File: src/verilog/csrBusPkg.sv
/* csr bus package
   bus widths, address split and register offsets of the pixel generator */
`default_nettype none

package csrBusPkg;
	localparam int csrAdrsWidth    = 16;
	localparam int csrDataWidth    = 32;
	localparam int blockFieldWidth = 8;                              // upper address bits
	localparam int regOfsWidth     = csrAdrsWidth - blockFieldWidth; // lower address bits

	typedef logic [csrAdrsWidth-1:0]    csrAdrs_t;
	typedef logic [csrDataWidth-1:0]    csrData_t;
	typedef logic [blockFieldWidth-1:0] blockField_t;
	typedef logic [regOfsWidth-1:0]     regOfs_t;

	// -------------------- writable timing
	localparam regOfs_t REG_HDISPLAY   = 8'h04;
	localparam regOfs_t REG_HBACK      = 8'h08;
	localparam regOfs_t REG_HFRONT     = 8'h0C;
	localparam regOfs_t REG_HPULSE     = 8'h10;
	localparam regOfs_t REG_VDISPLAY   = 8'h14;
	localparam regOfs_t REG_VFRONT     = 8'h18;
	localparam regOfs_t REG_VBACK      = 8'h1C;
	localparam regOfs_t REG_VPULSE     = 8'h20;
	// -------------------- derived, read only
	localparam regOfs_t REG_HSYNCSTART = 8'h80;
	localparam regOfs_t REG_HSYNCEND   = 8'h84;
	localparam regOfs_t REG_HSYNCMAX   = 8'h88;
	localparam regOfs_t REG_VSYNCSTART = 8'h8C;
	localparam regOfs_t REG_VSYNCEND   = 8'h90;
	localparam regOfs_t REG_VSYNCMAX   = 8'h94;
endpackage

`default_nettype wire

File: src/verilog/videoTimingPkg.sv
/* video timing package
   counter widths and per-axis value types of the panel timing */
`default_nettype none

package videoTimingPkg;
	// -------------------- widths
	localparam int hDisplayWidth = 11;
	localparam int vDisplayWidth = 11;
	localparam int porchWidth    = 7;   // front, back and pulse alike

	// -------------------- counts
	// one bit above display so the count can reach the total
	typedef logic [hDisplayWidth:0] hCount_t;
	typedef logic [vDisplayWidth:0] vCount_t;

	// -------------------- coordinates and fields
	typedef logic [hDisplayWidth-1:0] hPos_t;  // pixel x inside display
	typedef logic [vDisplayWidth-1:0] vPos_t;  // pixel y inside display
	typedef logic [porchWidth-1:0]    porch_t;
endpackage

`default_nettype wire
File: src/verilog/axisTimingIf.sv
/* axis timing interface
   display size and derived sync points of one axis, from csr to counter */
`default_nettype none
`timescale 1ns/10ps

interface axisTimingIf
	import videoTimingPkg::*;
#(
	parameter int pDispWidth = hDisplayWidth
)();
	logic [pDispWidth-1:0] display;     // visible pixels or lines
	logic [pDispWidth:0]   syncStart;   // first count of sync pulse
	logic [pDispWidth:0]   syncEnd;     // last count of sync pulse
	logic [pDispWidth:0]   syncMax;     // last count of the period

	// -------------------- csr side drives
	modport csr (
		output display, syncStart, syncEnd, syncMax
	);

	// -------------------- counter side reads
	modport counter (
		input display, syncStart, syncEnd, syncMax
	);
endinterface

`default_nettype wire

File: src/verilog/frameCounter.sv
/* frame counter
   line count per frame, stepped by line-end, with vertical flags */
`default_nettype none
`timescale 1ns/10ps

module frameCounter
	import videoTimingPkg::*;
(
	input  logic         iSysClk,
	input  logic         arstN,
	axisTimingIf.counter vTiming,
	input  logic         lineEnd,
	output vCount_t      vCount,
	output logic         vActive,
	output logic         vSyncActive
);
	logic frameEnd;

	// last pixel of the last line
	assign frameEnd = lineEnd && (vCount == vTiming.syncMax);

	// -------------------- line count
	always_ff @(posedge iSysClk or negedge arstN)
	begin
		if (!arstN)
		begin
			vCount <= '0;
		end
		else if (frameEnd)
		begin
			vCount <= '0;
		end
		else if (lineEnd)
		begin
			vCount <= vCount + vCount_t'(1);   // wraps at width on a lowered max
		end
	end

	// -------------------- flags
	// follow vCount, so they only move right after a line end
	assign vActive     = vCount < vCount_t'(vTiming.display);
	assign vSyncActive = (vCount >= vTiming.syncStart)
		&& (vCount <= vTiming.syncEnd);
endmodule

`default_nettype wire

File: src/verilog/lineCounter.sv
/* line counter
   free-running pixel count per line with line-end strobe and horizontal flags */
`default_nettype none
`timescale 1ns/10ps

module lineCounter
	import videoTimingPkg::*;
(
	input  logic         iSysClk,
	input  logic         arstN,
	axisTimingIf.counter hTiming,
	output hCount_t      hCount,
	output logic         lineEnd,
	output logic         hActive,
	output logic         hSyncActive
);
	logic atMax;

	assign atMax = hCount == hTiming.syncMax;

	// -------------------- pixel count
	// a max lowered below the count lets it wrap at full width first
	always_ff @(posedge iSysClk or negedge arstN)
	begin
		if (!arstN)
			hCount <= '0;
		else if (atMax)
			hCount <= '0;
		else
			hCount <= hCount + hCount_t'(1);
	end

	// -------------------- flags
	assign lineEnd     = atMax;                                  // last pixel of the line
	assign hActive     = hCount < hCount_t'(hTiming.display);
	assign hSyncActive = (hCount >= hTiming.syncStart)
		&& (hCount <= hTiming.syncEnd);                          // inclusive window

	// -------------------- checks
	aLineEndPulse: assert property (@(posedge iSysClk) disable iff (!arstN)
		lineEnd |=> !lineEnd);
endmodule

`default_nettype wire

File: src/verilog/pixelGenCsr.sv
/* pixel generator csr
   panel timing registers, derived sync sums and strobe bus read-back */
`default_nettype none
`timescale 1ns/10ps

module pixelGenCsr
	import csrBusPkg::*, videoTimingPkg::*;
#(
	parameter blockField_t pBlockAdrs = 8'h05,
	parameter hPos_t       pHdisplay  = 11'd480,
	parameter porch_t      pHfront    = 7'd8,
	parameter porch_t      pHback     = 7'd43,
	parameter porch_t      pHpulse    = 7'd30,
	parameter vPos_t       pVdisplay  = 11'd272,
	parameter porch_t      pVfront    = 7'd12,
	parameter porch_t      pVback     = 7'd4,
	parameter porch_t      pVpulse    = 7'd10
)(
	input  logic     iSysClk,
	input  logic     arstN,
	input  logic     wrEn,
	input  logic     rdEn,
	input  csrAdrs_t adrs,
	input  csrData_t wrData,
	output csrData_t rdData,
	output logic     rdValid,
	axisTimingIf.csr hTiming,
	axisTimingIf.csr vTiming
);
	// derived values right after reset
	localparam hCount_t hStartRst = hCount_t'(pHdisplay) + hCount_t'(pHfront);
	localparam hCount_t hEndRst   = hStartRst + hCount_t'(pHpulse) - hCount_t'(1);
	localparam hCount_t hMaxRst   = hEndRst + hCount_t'(pHback);
	localparam vCount_t vStartRst = vCount_t'(pVdisplay) + vCount_t'(pVfront);
	localparam vCount_t vEndRst   = vStartRst + vCount_t'(pVpulse) - vCount_t'(1);
	localparam vCount_t vMaxRst   = vEndRst + vCount_t'(pVback);

	logic     blockHit;
	regOfs_t  regOfs;
	hPos_t    hDisplay;
	porch_t   hFront, hBack, hPulse;
	vPos_t    vDisplay;
	porch_t   vFront, vBack, vPulse;
	hPos_t    hDisplayQ;                     // display copy, moves with the sums
	hCount_t  hSyncStart, hSyncEnd, hSyncMax;
	vPos_t    vDisplayQ;
	vCount_t  vSyncStart, vSyncEnd, vSyncMax;
	csrData_t rdMux;

	assign blockHit = adrs[csrAdrsWidth-1 -: blockFieldWidth] == pBlockAdrs;
	assign regOfs   = adrs[regOfsWidth-1:0];

	// -------------------- timing registers
	always_ff @(posedge iSysClk or negedge arstN)
	begin
		if (!arstN)
		begin
			hDisplay <= pHdisplay;
			hFront   <= pHfront;
			hBack    <= pHback;
			hPulse   <= pHpulse;
			vDisplay <= pVdisplay;
			vFront   <= pVfront;
			vBack    <= pVback;
			vPulse   <= pVpulse;
		end
		else if (wrEn && blockHit)
		begin
			case (regOfs)
				REG_HDISPLAY: hDisplay <= wrData[hDisplayWidth-1:0];
				REG_HBACK:    hBack    <= wrData[porchWidth-1:0];
				REG_HFRONT:   hFront   <= wrData[porchWidth-1:0];
				REG_HPULSE:   hPulse   <= wrData[porchWidth-1:0];
				REG_VDISPLAY: vDisplay <= wrData[vDisplayWidth-1:0];
				REG_VFRONT:   vFront   <= wrData[porchWidth-1:0];
				REG_VBACK:    vBack    <= wrData[porchWidth-1:0];
				REG_VPULSE:   vPulse   <= wrData[porchWidth-1:0];
				default:      ;            // derived offsets ignore writes
			endcase
		end
	end

	// -------------------- derived sums
	// each sum built straight from the registers, so all land together
	always_ff @(posedge iSysClk or negedge arstN)
	begin
		if (!arstN)
		begin
			hDisplayQ  <= pHdisplay;
			hSyncStart <= hStartRst;
			hSyncEnd   <= hEndRst;
			hSyncMax   <= hMaxRst;
			vDisplayQ  <= pVdisplay;
			vSyncStart <= vStartRst;
			vSyncEnd   <= vEndRst;
			vSyncMax   <= vMaxRst;
		end
		else
		begin
			hDisplayQ  <= hDisplay;
			hSyncStart <= hCount_t'(hDisplay) + hCount_t'(hFront);
			hSyncEnd   <= hCount_t'(hDisplay) + hCount_t'(hFront) + hCount_t'(hPulse)
				- hCount_t'(1);
			hSyncMax   <= hCount_t'(hDisplay) + hCount_t'(hFront) + hCount_t'(hPulse)
				+ hCount_t'(hBack) - hCount_t'(1);
			vDisplayQ  <= vDisplay;
			vSyncStart <= vCount_t'(vDisplay) + vCount_t'(vFront);
			vSyncEnd   <= vCount_t'(vDisplay) + vCount_t'(vFront) + vCount_t'(vPulse)
				- vCount_t'(1);
			vSyncMax   <= vCount_t'(vDisplay) + vCount_t'(vFront) + vCount_t'(vPulse)
				+ vCount_t'(vBack) - vCount_t'(1);
		end
	end

	assign hTiming.display   = hDisplayQ;
	assign hTiming.syncStart = hSyncStart;
	assign hTiming.syncEnd   = hSyncEnd;
	assign hTiming.syncMax   = hSyncMax;
	assign vTiming.display   = vDisplayQ;
	assign vTiming.syncStart = vSyncStart;
	assign vTiming.syncEnd   = vSyncEnd;
	assign vTiming.syncMax   = vSyncMax;

	// -------------------- read back
	always_comb
	begin
		case (regOfs)
			REG_HDISPLAY:   rdMux = csrData_t'(hDisplay);
			REG_HBACK:      rdMux = csrData_t'(hBack);
			REG_HFRONT:     rdMux = csrData_t'(hFront);
			REG_HPULSE:     rdMux = csrData_t'(hPulse);
			REG_VDISPLAY:   rdMux = csrData_t'(vDisplay);
			REG_VFRONT:     rdMux = csrData_t'(vFront);
			REG_VBACK:      rdMux = csrData_t'(vBack);
			REG_VPULSE:     rdMux = csrData_t'(vPulse);
			REG_HSYNCSTART: rdMux = csrData_t'(hSyncStart);
			REG_HSYNCEND:   rdMux = csrData_t'(hSyncEnd);
			REG_HSYNCMAX:   rdMux = csrData_t'(hSyncMax);
			REG_VSYNCSTART: rdMux = csrData_t'(vSyncStart);
			REG_VSYNCEND:   rdMux = csrData_t'(vSyncEnd);
			REG_VSYNCMAX:   rdMux = csrData_t'(vSyncMax);
			default:        rdMux = '0;  // holes in the map
		endcase
	end

	always_ff @(posedge iSysClk or negedge arstN)
	begin
		if (!arstN)
			rdValid <= 1'b0;
		else
			rdValid <= rdEn && blockHit;   // one-cycle pulse per strobe
	end

	always_ff @(posedge iSysClk)
	begin
		if (rdEn && blockHit)
			rdData <= rdMux;
	end

	// -------------------- checks
	aRdValidFromStrobe: assert property (@(posedge iSysClk) disable iff (!arstN)
		rdValid |-> $past(rdEn));
	aHMaxNotBelowDisp: assert property (@(posedge iSysClk) disable iff (!arstN)
		hSyncMax >= hCount_t'(hDisplayQ));
	aVMaxNotBelowDisp: assert property (@(posedge iSysClk) disable iff (!arstN)
		vSyncMax >= vCount_t'(vDisplayQ));
endmodule

`default_nettype wire

File: src/verilog/pixelGenTop.sv
/* pixel generator timing top
   csr, line and frame counters and sync combiner behind a strobe bus */
`default_nettype none
`timescale 1ns/10ps

module pixelGenTop
	import csrBusPkg::*, videoTimingPkg::*;
#(
	parameter blockField_t pBlockAdrs = 8'h05,
	parameter hPos_t       pHdisplay  = 11'd16,
	parameter porch_t      pHfront    = 7'd2,
	parameter porch_t      pHback     = 7'd3,
	parameter porch_t      pHpulse    = 7'd4,
	parameter vPos_t       pVdisplay  = 11'd6,
	parameter porch_t      pVfront    = 7'd1,
	parameter porch_t      pVback     = 7'd2,
	parameter porch_t      pVpulse    = 7'd2
)(
	input  logic     iSysClk,
	input  logic     arstN,
	input  logic     wrEn,
	input  logic     rdEn,
	input  csrAdrs_t adrs,
	input  csrData_t wrData,
	output csrData_t rdData,
	output logic     rdValid,
	output logic     hSync,
	output logic     vSync,
	output logic     dataEn,
	output hPos_t    pixelX,
	output vPos_t    pixelY
);
	hCount_t hCount;
	vCount_t vCount;
	logic    lineEnd, hActive, hSyncActive, vActive, vSyncActive;

	// -------------------- per-axis timing
	axisTimingIf #(.pDispWidth(hDisplayWidth)) hTiming ();
	axisTimingIf #(.pDispWidth(vDisplayWidth)) vTiming ();

	pixelGenCsr #(
		.pBlockAdrs(pBlockAdrs),
		.pHdisplay(pHdisplay), .pHfront(pHfront), .pHback(pHback), .pHpulse(pHpulse),
		.pVdisplay(pVdisplay), .pVfront(pVfront), .pVback(pVback), .pVpulse(pVpulse)
	) u_pixelGenCsr (
		.iSysClk(iSysClk), .arstN(arstN),
		.wrEn(wrEn), .rdEn(rdEn), .adrs(adrs), .wrData(wrData),
		.rdData(rdData), .rdValid(rdValid),
		.hTiming(hTiming.csr), .vTiming(vTiming.csr)
	);

	// -------------------- counters
	lineCounter u_lineCounter (
		.iSysClk(iSysClk), .arstN(arstN), .hTiming(hTiming.counter),
		.hCount(hCount), .lineEnd(lineEnd), .hActive(hActive), .hSyncActive(hSyncActive)
	);

	frameCounter u_frameCounter (
		.iSysClk(iSysClk), .arstN(arstN), .vTiming(vTiming.counter), .lineEnd(lineEnd),
		.vCount(vCount), .vActive(vActive), .vSyncActive(vSyncActive)
	);

	syncCombiner u_syncCombiner (
		.iSysClk(iSysClk), .arstN(arstN),
		.hCount(hCount), .vCount(vCount),
		.hActive(hActive), .vActive(vActive),
		.hSyncActive(hSyncActive), .vSyncActive(vSyncActive),
		.hSync(hSync), .vSync(vSync), .dataEn(dataEn),
		.pixelX(pixelX), .pixelY(pixelY)
	);
endmodule

`default_nettype wire

File: src/verilog/syncCombiner.sv
/* sync combiner
   registers both axes into active-low syncs, data enable and coordinates */
`default_nettype none
`timescale 1ns/10ps

module syncCombiner
	import videoTimingPkg::*;
(
	input  logic    iSysClk,
	input  logic    arstN,
	input  hCount_t hCount,
	input  vCount_t vCount,
	input  logic    hActive,
	input  logic    vActive,
	input  logic    hSyncActive,
	input  logic    vSyncActive,
	output logic    hSync,
	output logic    vSync,
	output logic    dataEn,
	output hPos_t   pixelX,
	output vPos_t   pixelY
);
	logic inDisplay;

	assign inDisplay = hActive && vActive;   // both axes visible

	// -------------------- output stage
	// one cycle behind the counters
	always_ff @(posedge iSysClk or negedge arstN)
	begin
		if (!arstN)
		begin
			hSync  <= 1'b1;     // idle high
			vSync  <= 1'b1;
			dataEn <= 1'b0;
			pixelX <= '0;
			pixelY <= '0;
		end
		else
		begin
			hSync  <= !hSyncActive;
			vSync  <= !vSyncActive;
			dataEn <= inDisplay;
			if (inDisplay)
			begin
				pixelX <= hCount[hDisplayWidth-1:0];   // count below display fits
				pixelY <= vCount[vDisplayWidth-1:0];
			end
			else
			begin
				pixelX <= '0;
				pixelY <= '0;
			end
		end
	end

	// -------------------- checks
	aPixelXIdle: assert property (@(posedge iSysClk) disable iff (!arstN)
		!dataEn |-> (pixelX == '0));
endmodule

`default_nettype wire

File: config.mk
export PLATFORM = sky130hd
export DESIGN_NAME = pixelGenTop
export DESIGN_NICKNAME = d
export VERILOG_FILES = /design/src/verilog/csrBusPkg.sv /design/src/verilog/videoTimingPkg.sv /design/src/verilog/axisTimingIf.sv /design/src/verilog/frameCounter.sv /design/src/verilog/lineCounter.sv /design/src/verilog/pixelGenCsr.sv /design/src/verilog/pixelGenTop.sv /design/src/verilog/syncCombiner.sv
export SDC_FILE = /design/constraint.sdc
export NUM_CORES = 1
export LEC_CHECK = 0
export ABC_AREA = 1
export BUFFER_PORTS_ARGS = -buffer_cell sky130_fd_sc_hd__buf_2
export CORE_UTILIZATION = 55
export DETAILED_ROUTE_END_ITERATION = 8
export PLACE_DENSITY = 0.84
export SLEW_MARGIN = 10
export SYNTH_ARGS = -nofsm -noshare
export SYNTH_HDL_FRONTEND = slang
export SYNTH_SLANG_ARGS = --single-unit
export TNS_END_PERCENT = 20
File: constraint.sdc
create_clock -name iSysClk -period 3.55 [get_ports iSysClk]
set_input_delay 0.355 -clock iSysClk [delete_from_list [all_inputs] [get_ports iSysClk]]
set_output_delay 0.355 -clock iSysClk [all_outputs]
set_load 0.01 [all_outputs]
# After elaboration in Yosys (flattened, before gate mapping)

Index checks and enable logic that the tools add are counted.

Register bits after elaboration: 240
Output and inout bits: 58

Add/sub/neg operators: 12
Magnitude comparators: 6
Equal/unequal tests: 17
Mux-type cells: 6
Reductions and logical operators: 17

Operators by type and width:

| kind                                                                 | number |
|---|---|
| 12-bit one-hot mux with 14 select lines                              | 1 |
| 12-bit by 7-bit adder with 12-bit output                             | 4 |
| 8-bit == test, second input constant                                 | 6 |
| 12-bit by 1-bit subtractor with 12-bit output, second input constant | 4 |
| 12-bit two-way mux                                                   | 3 |
| 8-bit by 5-bit == test with 1-bit output, second input constant      | 4 |
| 11-bit by 7-bit adder with 12-bit output                             | 2 |
| 12-bit by 1-bit adder with 12-bit output, second input constant      | 2 |
| 12-bit == test                                                       | 2 |
| 12-bit >= comparator                                                 | 2 |
| 12-bit less-or-equal comparator                                      | 2 |
| 12-bit by 11-bit < comparator with 1-bit output                      | 2 |
| 11-bit two-way mux                                                   | 2 |
| 8-bit by 3-bit == test with 1-bit output, second input constant      | 2 |
| 8-bit by 4-bit == test with 1-bit output, second input constant      | 2 |
| 2-bit AND reduction                                                  | 8 |
| 8-bit by 6-bit == test with 1-bit output, second input constant      | 1 |
| 1-bit logical AND                                                    | 6 |
| 1-bit zero test                                                      | 2 |
| 2-bit nonzero test                                                   | 1 |

# Depth between registers and ports, before layout

Depth in word-level cells: 4
Depth in mapped cells: 29
Depth with buffers taken out: 29

# Cells and area by module

Synthesis repeated with hierarchy kept, for this count alone.

Cell total of the unflattened synthesis: 1759
Area, all modules: 14076.0 µm²

Modules (own cells, without submodules):

| module       | times used | cells an instance | area an instance (µm²) | seq. area each (µm²) |
|---|---|---|---|---|
| pixelGenCsr  | 1          | 1108              | 9610.5                 | 4371.7 |
| frameCounter | 1          | 319               | 1870.5                 | 300.3 |
| lineCounter  | 1          | 257               | 1704.1                 | 300.3 |
| syncCombiner | 1          | 75                | 890.9                  | 628.1 |

# Worst setup path after synthesis

Ideal clock, no wire load.

Kind: reg2reg
Start point: register u_pixelGenCsr.hFront[0]
End point: register u_pixelGenCsr.hSyncMax[10], in the netlist u_pixelGenCsr.hTiming.syncMax[10]
Library setup time: 0.116 ns
Data arrival time: 3.727 ns
Required time: 3.434 ns
Path slack: -0.293 ns
Stages on the path, launching flop included: 24
Clock period less this slack: 3.843 ns
Path through: dfrtp_1 > ha_1 > fa_1 > nand2_1 > inv_1 > nand2_1 > nand2_1 > and2_1 > nor2_1 > ha_1 > nand2_1 > nand2_1 > a31oi_1 > xor2_2 > xor2_1 > ha_1 > a21oi_1 > nor2_1 > o21ai_0 > a21oi_1 > o21ai_0 > nand2_1 > nand2_1 > nand2_1

Longest elaborated chain between the ends: 4

RTL lines:

| element                                       | line               | text |
|---|---|---|
| start, declared                               | pixelGenCsr.sv:41  | `porch_t hFront, hBack, hPulse;` |
| start signal, assigned                        | pixelGenCsr.sv:59  | `hFront <= pHfront;` |
| start signal, assigned                        | pixelGenCsr.sv:72  | `REG_HFRONT: hFront <= wrData[porchWidth-1:0];` |
| 11-bit by 7-bit adder with 12-bit output      | pixelGenCsr.sv:104 | `hSyncMax <= hCount_t'(hDisplay) + hCount_t'(hFront) + hCount_t'(hPulse)` |
| 12-bit by 7-bit adder with 12-bit output      | pixelGenCsr.sv:104 |  |
| 12-bit by 7-bit adder with 12-bit output      | pixelGenCsr.sv:105 | `+ hCount_t'(hBack) - hCount_t'(1);` |
| 12-bit by 1-bit subtractor with 12-bit output | pixelGenCsr.sv:105 |  |
| end signal, assigned                          | pixelGenCsr.sv:92  | `hSyncMax <= hMaxRst;` |
| end signal, assigned                          | pixelGenCsr.sv:104 |  |
| end, declared                                 | pixelGenCsr.sv:45  | `hCount_t hSyncStart, hSyncEnd, hSyncMax;` |

No other way between the ends.
A chain may end at the register's enable or synchronous reset.

# Final worst setup path

Start point: register u_pixelGenCsr.hDisplay[0]
End point: register u_pixelGenCsr.hSyncMax[10], in the netlist u_pixelGenCsr.hTiming.syncMax[10]

Longest elaborated chain between the ends: 4

RTL lines:

| element                                       | line               | text |
|---|---|---|
| start, declared                               | pixelGenCsr.sv:40  | `hPos_t hDisplay;` |
| start signal, assigned                        | pixelGenCsr.sv:58  | `hDisplay <= pHdisplay;` |
| start signal, assigned                        | pixelGenCsr.sv:70  | `REG_HDISPLAY: hDisplay <= wrData[hDisplayWidth-1:0];` |
| 11-bit by 7-bit adder with 12-bit output      | pixelGenCsr.sv:104 |  |
| 12-bit by 7-bit adder with 12-bit output      | pixelGenCsr.sv:104 |  |
| 12-bit by 7-bit adder with 12-bit output      | pixelGenCsr.sv:105 |  |
| 12-bit by 1-bit subtractor with 12-bit output | pixelGenCsr.sv:105 |  |

No other way between the ends.

==> results.sh <==
export IMPL_status="finished, violations left"
export IMPL_violations="setup timing"
export IMPL_synth_top_area_share_pct=32.9
export IMPL_grt_start_max_net_pins=98
export IMPL_setup_tns_ps=-1980
export IMPL_post_place_ws_ps=-318
export IMPL_synthTopCellsByArea="dfrtp_1, ha_1, nand2_1, inv_1, dfstp_2"
export IMPL_hold_viol=0
export IMPL_total_power_mw=5.32
export IMPL_reg2reg_from="u_pixelGenCsr.hDisplay[0]"
export IMPL_max_freq_mhz=257
export IMPL_p_per_area_mw_per_mm2=318
export IMPL_crit_arrival_ps=4300
export IMPL_drtPass1Iterations=6
export IMPL_htree_levels=1
export IMPL_placed_cells=2097
export IMPL_die_height_um=160
export IMPL_antenna_found_initial=1
export IMPL_drtAntennaViolNets=0
export IMPL_r2r_cells=23
export IMPL_hold_path_class="in -> reg"
export IMPL_synthArstFlopShare_pct=94.5
export IMPL_rsz0062_at_grt="yes"
export IMPL_track_usage_pct=31.4
export IMPL_cts_buffer_depth=3
export IMPL_layout_nets=2022
export IMPL_grt_overflow=0
export IMPL_endpoint_kind="register"
export IMPL_ir_drop_mv=0.349
export IMPL_drt_iter0_drc=1419
export IMPL_timing_rr_end="u_pixelGenCsr.hTiming.syncMax[10]"
export IMPL_initial_core_util_pct=56.1
export IMPL_placementRows=57
export IMPL_synth_flop_cell="dfrtp_1"
export IMPL_synth_area_mm2=0.0137
export IMPL_clkLatencyLatePin_ps=530
export IMPL_min_to="u_pixelGenCsr.hDisplay[10]"
export IMPL_avgViaCountPerCell=5.74
export IMPL_wl_um=41200
export IMPL_setup_viol=11
export IMPL_slew_violations=0
export IMPL_ys_warn_count=0
export IMPL_place_congestion=0.977
export IMPL_num_antenna_cells=0
export IMPL_synth_cells=1626
export IMPL_wl_per_cell_um=18.9
export IMPL_core_area_mm2=0.0244
export IMPL_cts_made_buffers=25
export IMPL_syn_avg_cell_area_um2=8.42
export IMPL_dieWidth_um=160
export IMPL_period_needed_ps=3880
export IMPL_cts_root_buf="clkbuf_16"
export IMPL_cp_required_ps=3960
export IMPL_min_path_cells=3
export IMPL_fin_crit_sh_pct=109
export IMPL_synth_cell_types=62
export IMPL_grt_pass1_wl_um=62200
export IMPL_die_area_mm2=0.0255
export IMPL_relSlewSlack_pct=48.1
export IMPL_crit_type="reg -> reg"
export IMPL_tightestPinTransition_ps=760
export IMPL_dp_hpwl_um=29200
export IMPL_cp_start_kind="register"
export IMPL_cts_tree="built"
export IMPL_fin_cells=2176
export IMPL_r2r_slack_ps=-330
export IMPL_cts_sinks=220
export IMPL_synth_edf_count=12
export IMPL_clock_skew_ps=9.60
export IMPL_vias=12500
export IMPL_cap_viol_max_count=0
export IMPL_io_pin_count=110
export IMPL_power_leakage_nw=8.52
export IMPL_finalWorstSetupSlack_ps=-335
export IMPL_critPathMaxFanout=3
export IMPL_fillers=1800
export IMPL_drc=0
export IMPL_io_buffers=68
export IMPL_yosysSeqAreaShare_pct=40.9
export IMPL_layout_drive_gt1_share_pct=24.6
export IMPL_yosysTopAreaCell="dfrtp_1"
export IMPL_area_growth_pct=22.4
export IMPL_grt_pass1_vias=11900
export IMPL_clk_pin_slew_ps=70
export IMPL_min_delay_start="wrData[10]"
export IMPL_ys_ff_latch=220
report_power, final:
part           leakage [nW]  internal (mW)  total (mW)  switching, mW
Clock                 0.391           1.53        2.59           1.06
Sequential             2.40           2.54        2.54        0.00792
Combinational          5.73         0.0518       0.189          0.137
cells in the final DEF (no fill, tap or decap), types with 38 or more instances in the layout:
| cell type | instances |
|---|---|
| inv_1 | 281 |
| nand2_1 | 281 |
| dfrtp_1 | 180 |
| buf_4 | 137 |
| ha_1 | 113 |
| nor2_1 | 88 |
| nand3_1 | 85 |
| o21ai_0 | 82 |
| buf_2 | 67 |
| a21oi_1 | 40 |
| o22ai_1 | 38 |
area by class of cell:
class	instances	area (um2)	area share [%]
clock inverters	8	98.8	0.590
inverters	301	1130	6.75
flip-flops and latches	220	5600	33.4
clock buffers	37	711	4.24
multi-input cells	1078	7380	44.1
repair buffers	208	1420	8.47
well taps	324	405	2.42
metrics by stage:
step	instance area (um2)	hold WS, ps	utilization, %
after floorplan	13900	59.4	-
after global placement	15100	401	62.1
after detailed placement	15100	403	62.1
after CTS	16300	83.7	66.9
after global routing	16700	94.4	68.7
final	16700	91.7	68.7
sequential cells by signal (all words and copies together) (netlist names), 11 cells and up:
register,cells
u_pixelGenCsr.hTiming.display,11
u_pixelGenCsr.vDisplay,11
u_syncCombiner.pixelX,11
u_pixelGenCsr.hTiming.syncStart,12
u_lineCounter.hCount,12
u_pixelGenCsr.vTiming.syncMax,12
u_frameCounter.vCount,12
u_pixelGenCsr.hDisplay,11
u_pixelGenCsr.vTiming.syncEnd,12
u_pixelGenCsr.vTiming.syncStart,12
u_pixelGenCsr.rdData,12
u_pixelGenCsr.hTiming.syncEnd,12
u_pixelGenCsr.vTiming.display,11
u_syncCombiner.pixelY,11
u_pixelGenCsr.hTiming.syncMax,12
what timing repair did:
| item | in CTS | in global routing |
|---|---|---|
| hold buffers | 1 | 0 |
| setup buffers | 19 | 14 |
| pin swaps | 39 | 73 |
| setup endpoints to repair | 9 | 21 |
| gates resized for setup | 40 | 68 |
| endpoints found under the hold margin | 47 | 0 |
cells in the mapped netlist, drive strengths merged (3+ instances only):
cell / instances
nor4: 15
dfrtp: 180
a21boi: 5
ha: 130
o22ai: 38
nor2: 107
nand3: 104
a31oi: 4
inv: 300
a21oi: 57
o21bai: 4
o221ai: 4
nor3: 33
o21a: 3
dfstp: 28
clkbuf: 13
fa: 6
nand4: 18
xnor2: 29
xor2: 43
buf: 33
edfxtp: 12
nand2: 323
o21ai: 105
o2111ai: 5
a21o: 5
worst max path at each step:
stage | startpoint | to | slack (ps)
after floorplan | u_pixelGenCsr.vFront[0] | u_pixelGenCsr.vTiming.syncMax[10] | -110
after global placement | u_pixelGenCsr.hDisplay[0] | u_pixelGenCsr.hTiming.syncMax[10] | -210
after detailed placement | u_pixelGenCsr.vFront[0] | u_pixelGenCsr.vTiming.syncMax[10] | -320
after CTS | u_pixelGenCsr.hFront[0] | u_pixelGenCsr.hTiming.syncMax[11] | -190
after global routing | u_pixelGenCsr.hDisplay[0] | u_pixelGenCsr.hTiming.syncMax[11] | -500
final | u_pixelGenCsr.hDisplay[0] | u_pixelGenCsr.hTiming.syncMax[10] | -330
cell families (layout without fill, tap and decap cells):
logic type | count (synthesis) | in the layout | synth area share, %
DFF | 220 | 220 | 40.9
other | 1 | 20 | 0.0274
AOI/OAI and AO/OA | 242 | 242 | 10.4
adders and majority gates | 136 | 136 | 12.8
buffers and inverters | 347 | 554 | 10.3
xor gates and xnor gates | 72 | 72 | 5.07
and+or+nand+nor | 608 | 608 | 20.5
per-layer routing:
| layer | up-vias | part of all wire [%] | global-route usage (%) |
|---|---|---|---|
| li1 | 5667 | - | - |
| met2 | 747 | 47 | 50.8 |
| met5 | - | 0 | 0 |
| met4 | 0 | 5.9 | 15.3 |
| met1 | 5881 | 37 | 40.9 |
| met3 | 187 | 10 | 5.19 |
critical path, stage by stage, from the launching register on:
cell	delay, ps
dfrtp_1	390
ha_2	210
fa_2	390
nand2_2	90
inv_2	50
nand2_2	70
nand2_4	70
and2_4	170
nor2_4	170
ha_4	250
nand2_4	70
nand2_4	60
a31oi_4	190
xor2_2	180
xor2_1	170
ha_1	310
a21oi_2	240
nor2_1	80
o21ai_2	210
a21oi_2	100
o21ai_2	150
nand2_1	60
nand2_1	50
nand2_1	50
Power figures use the tool's default switching activity.
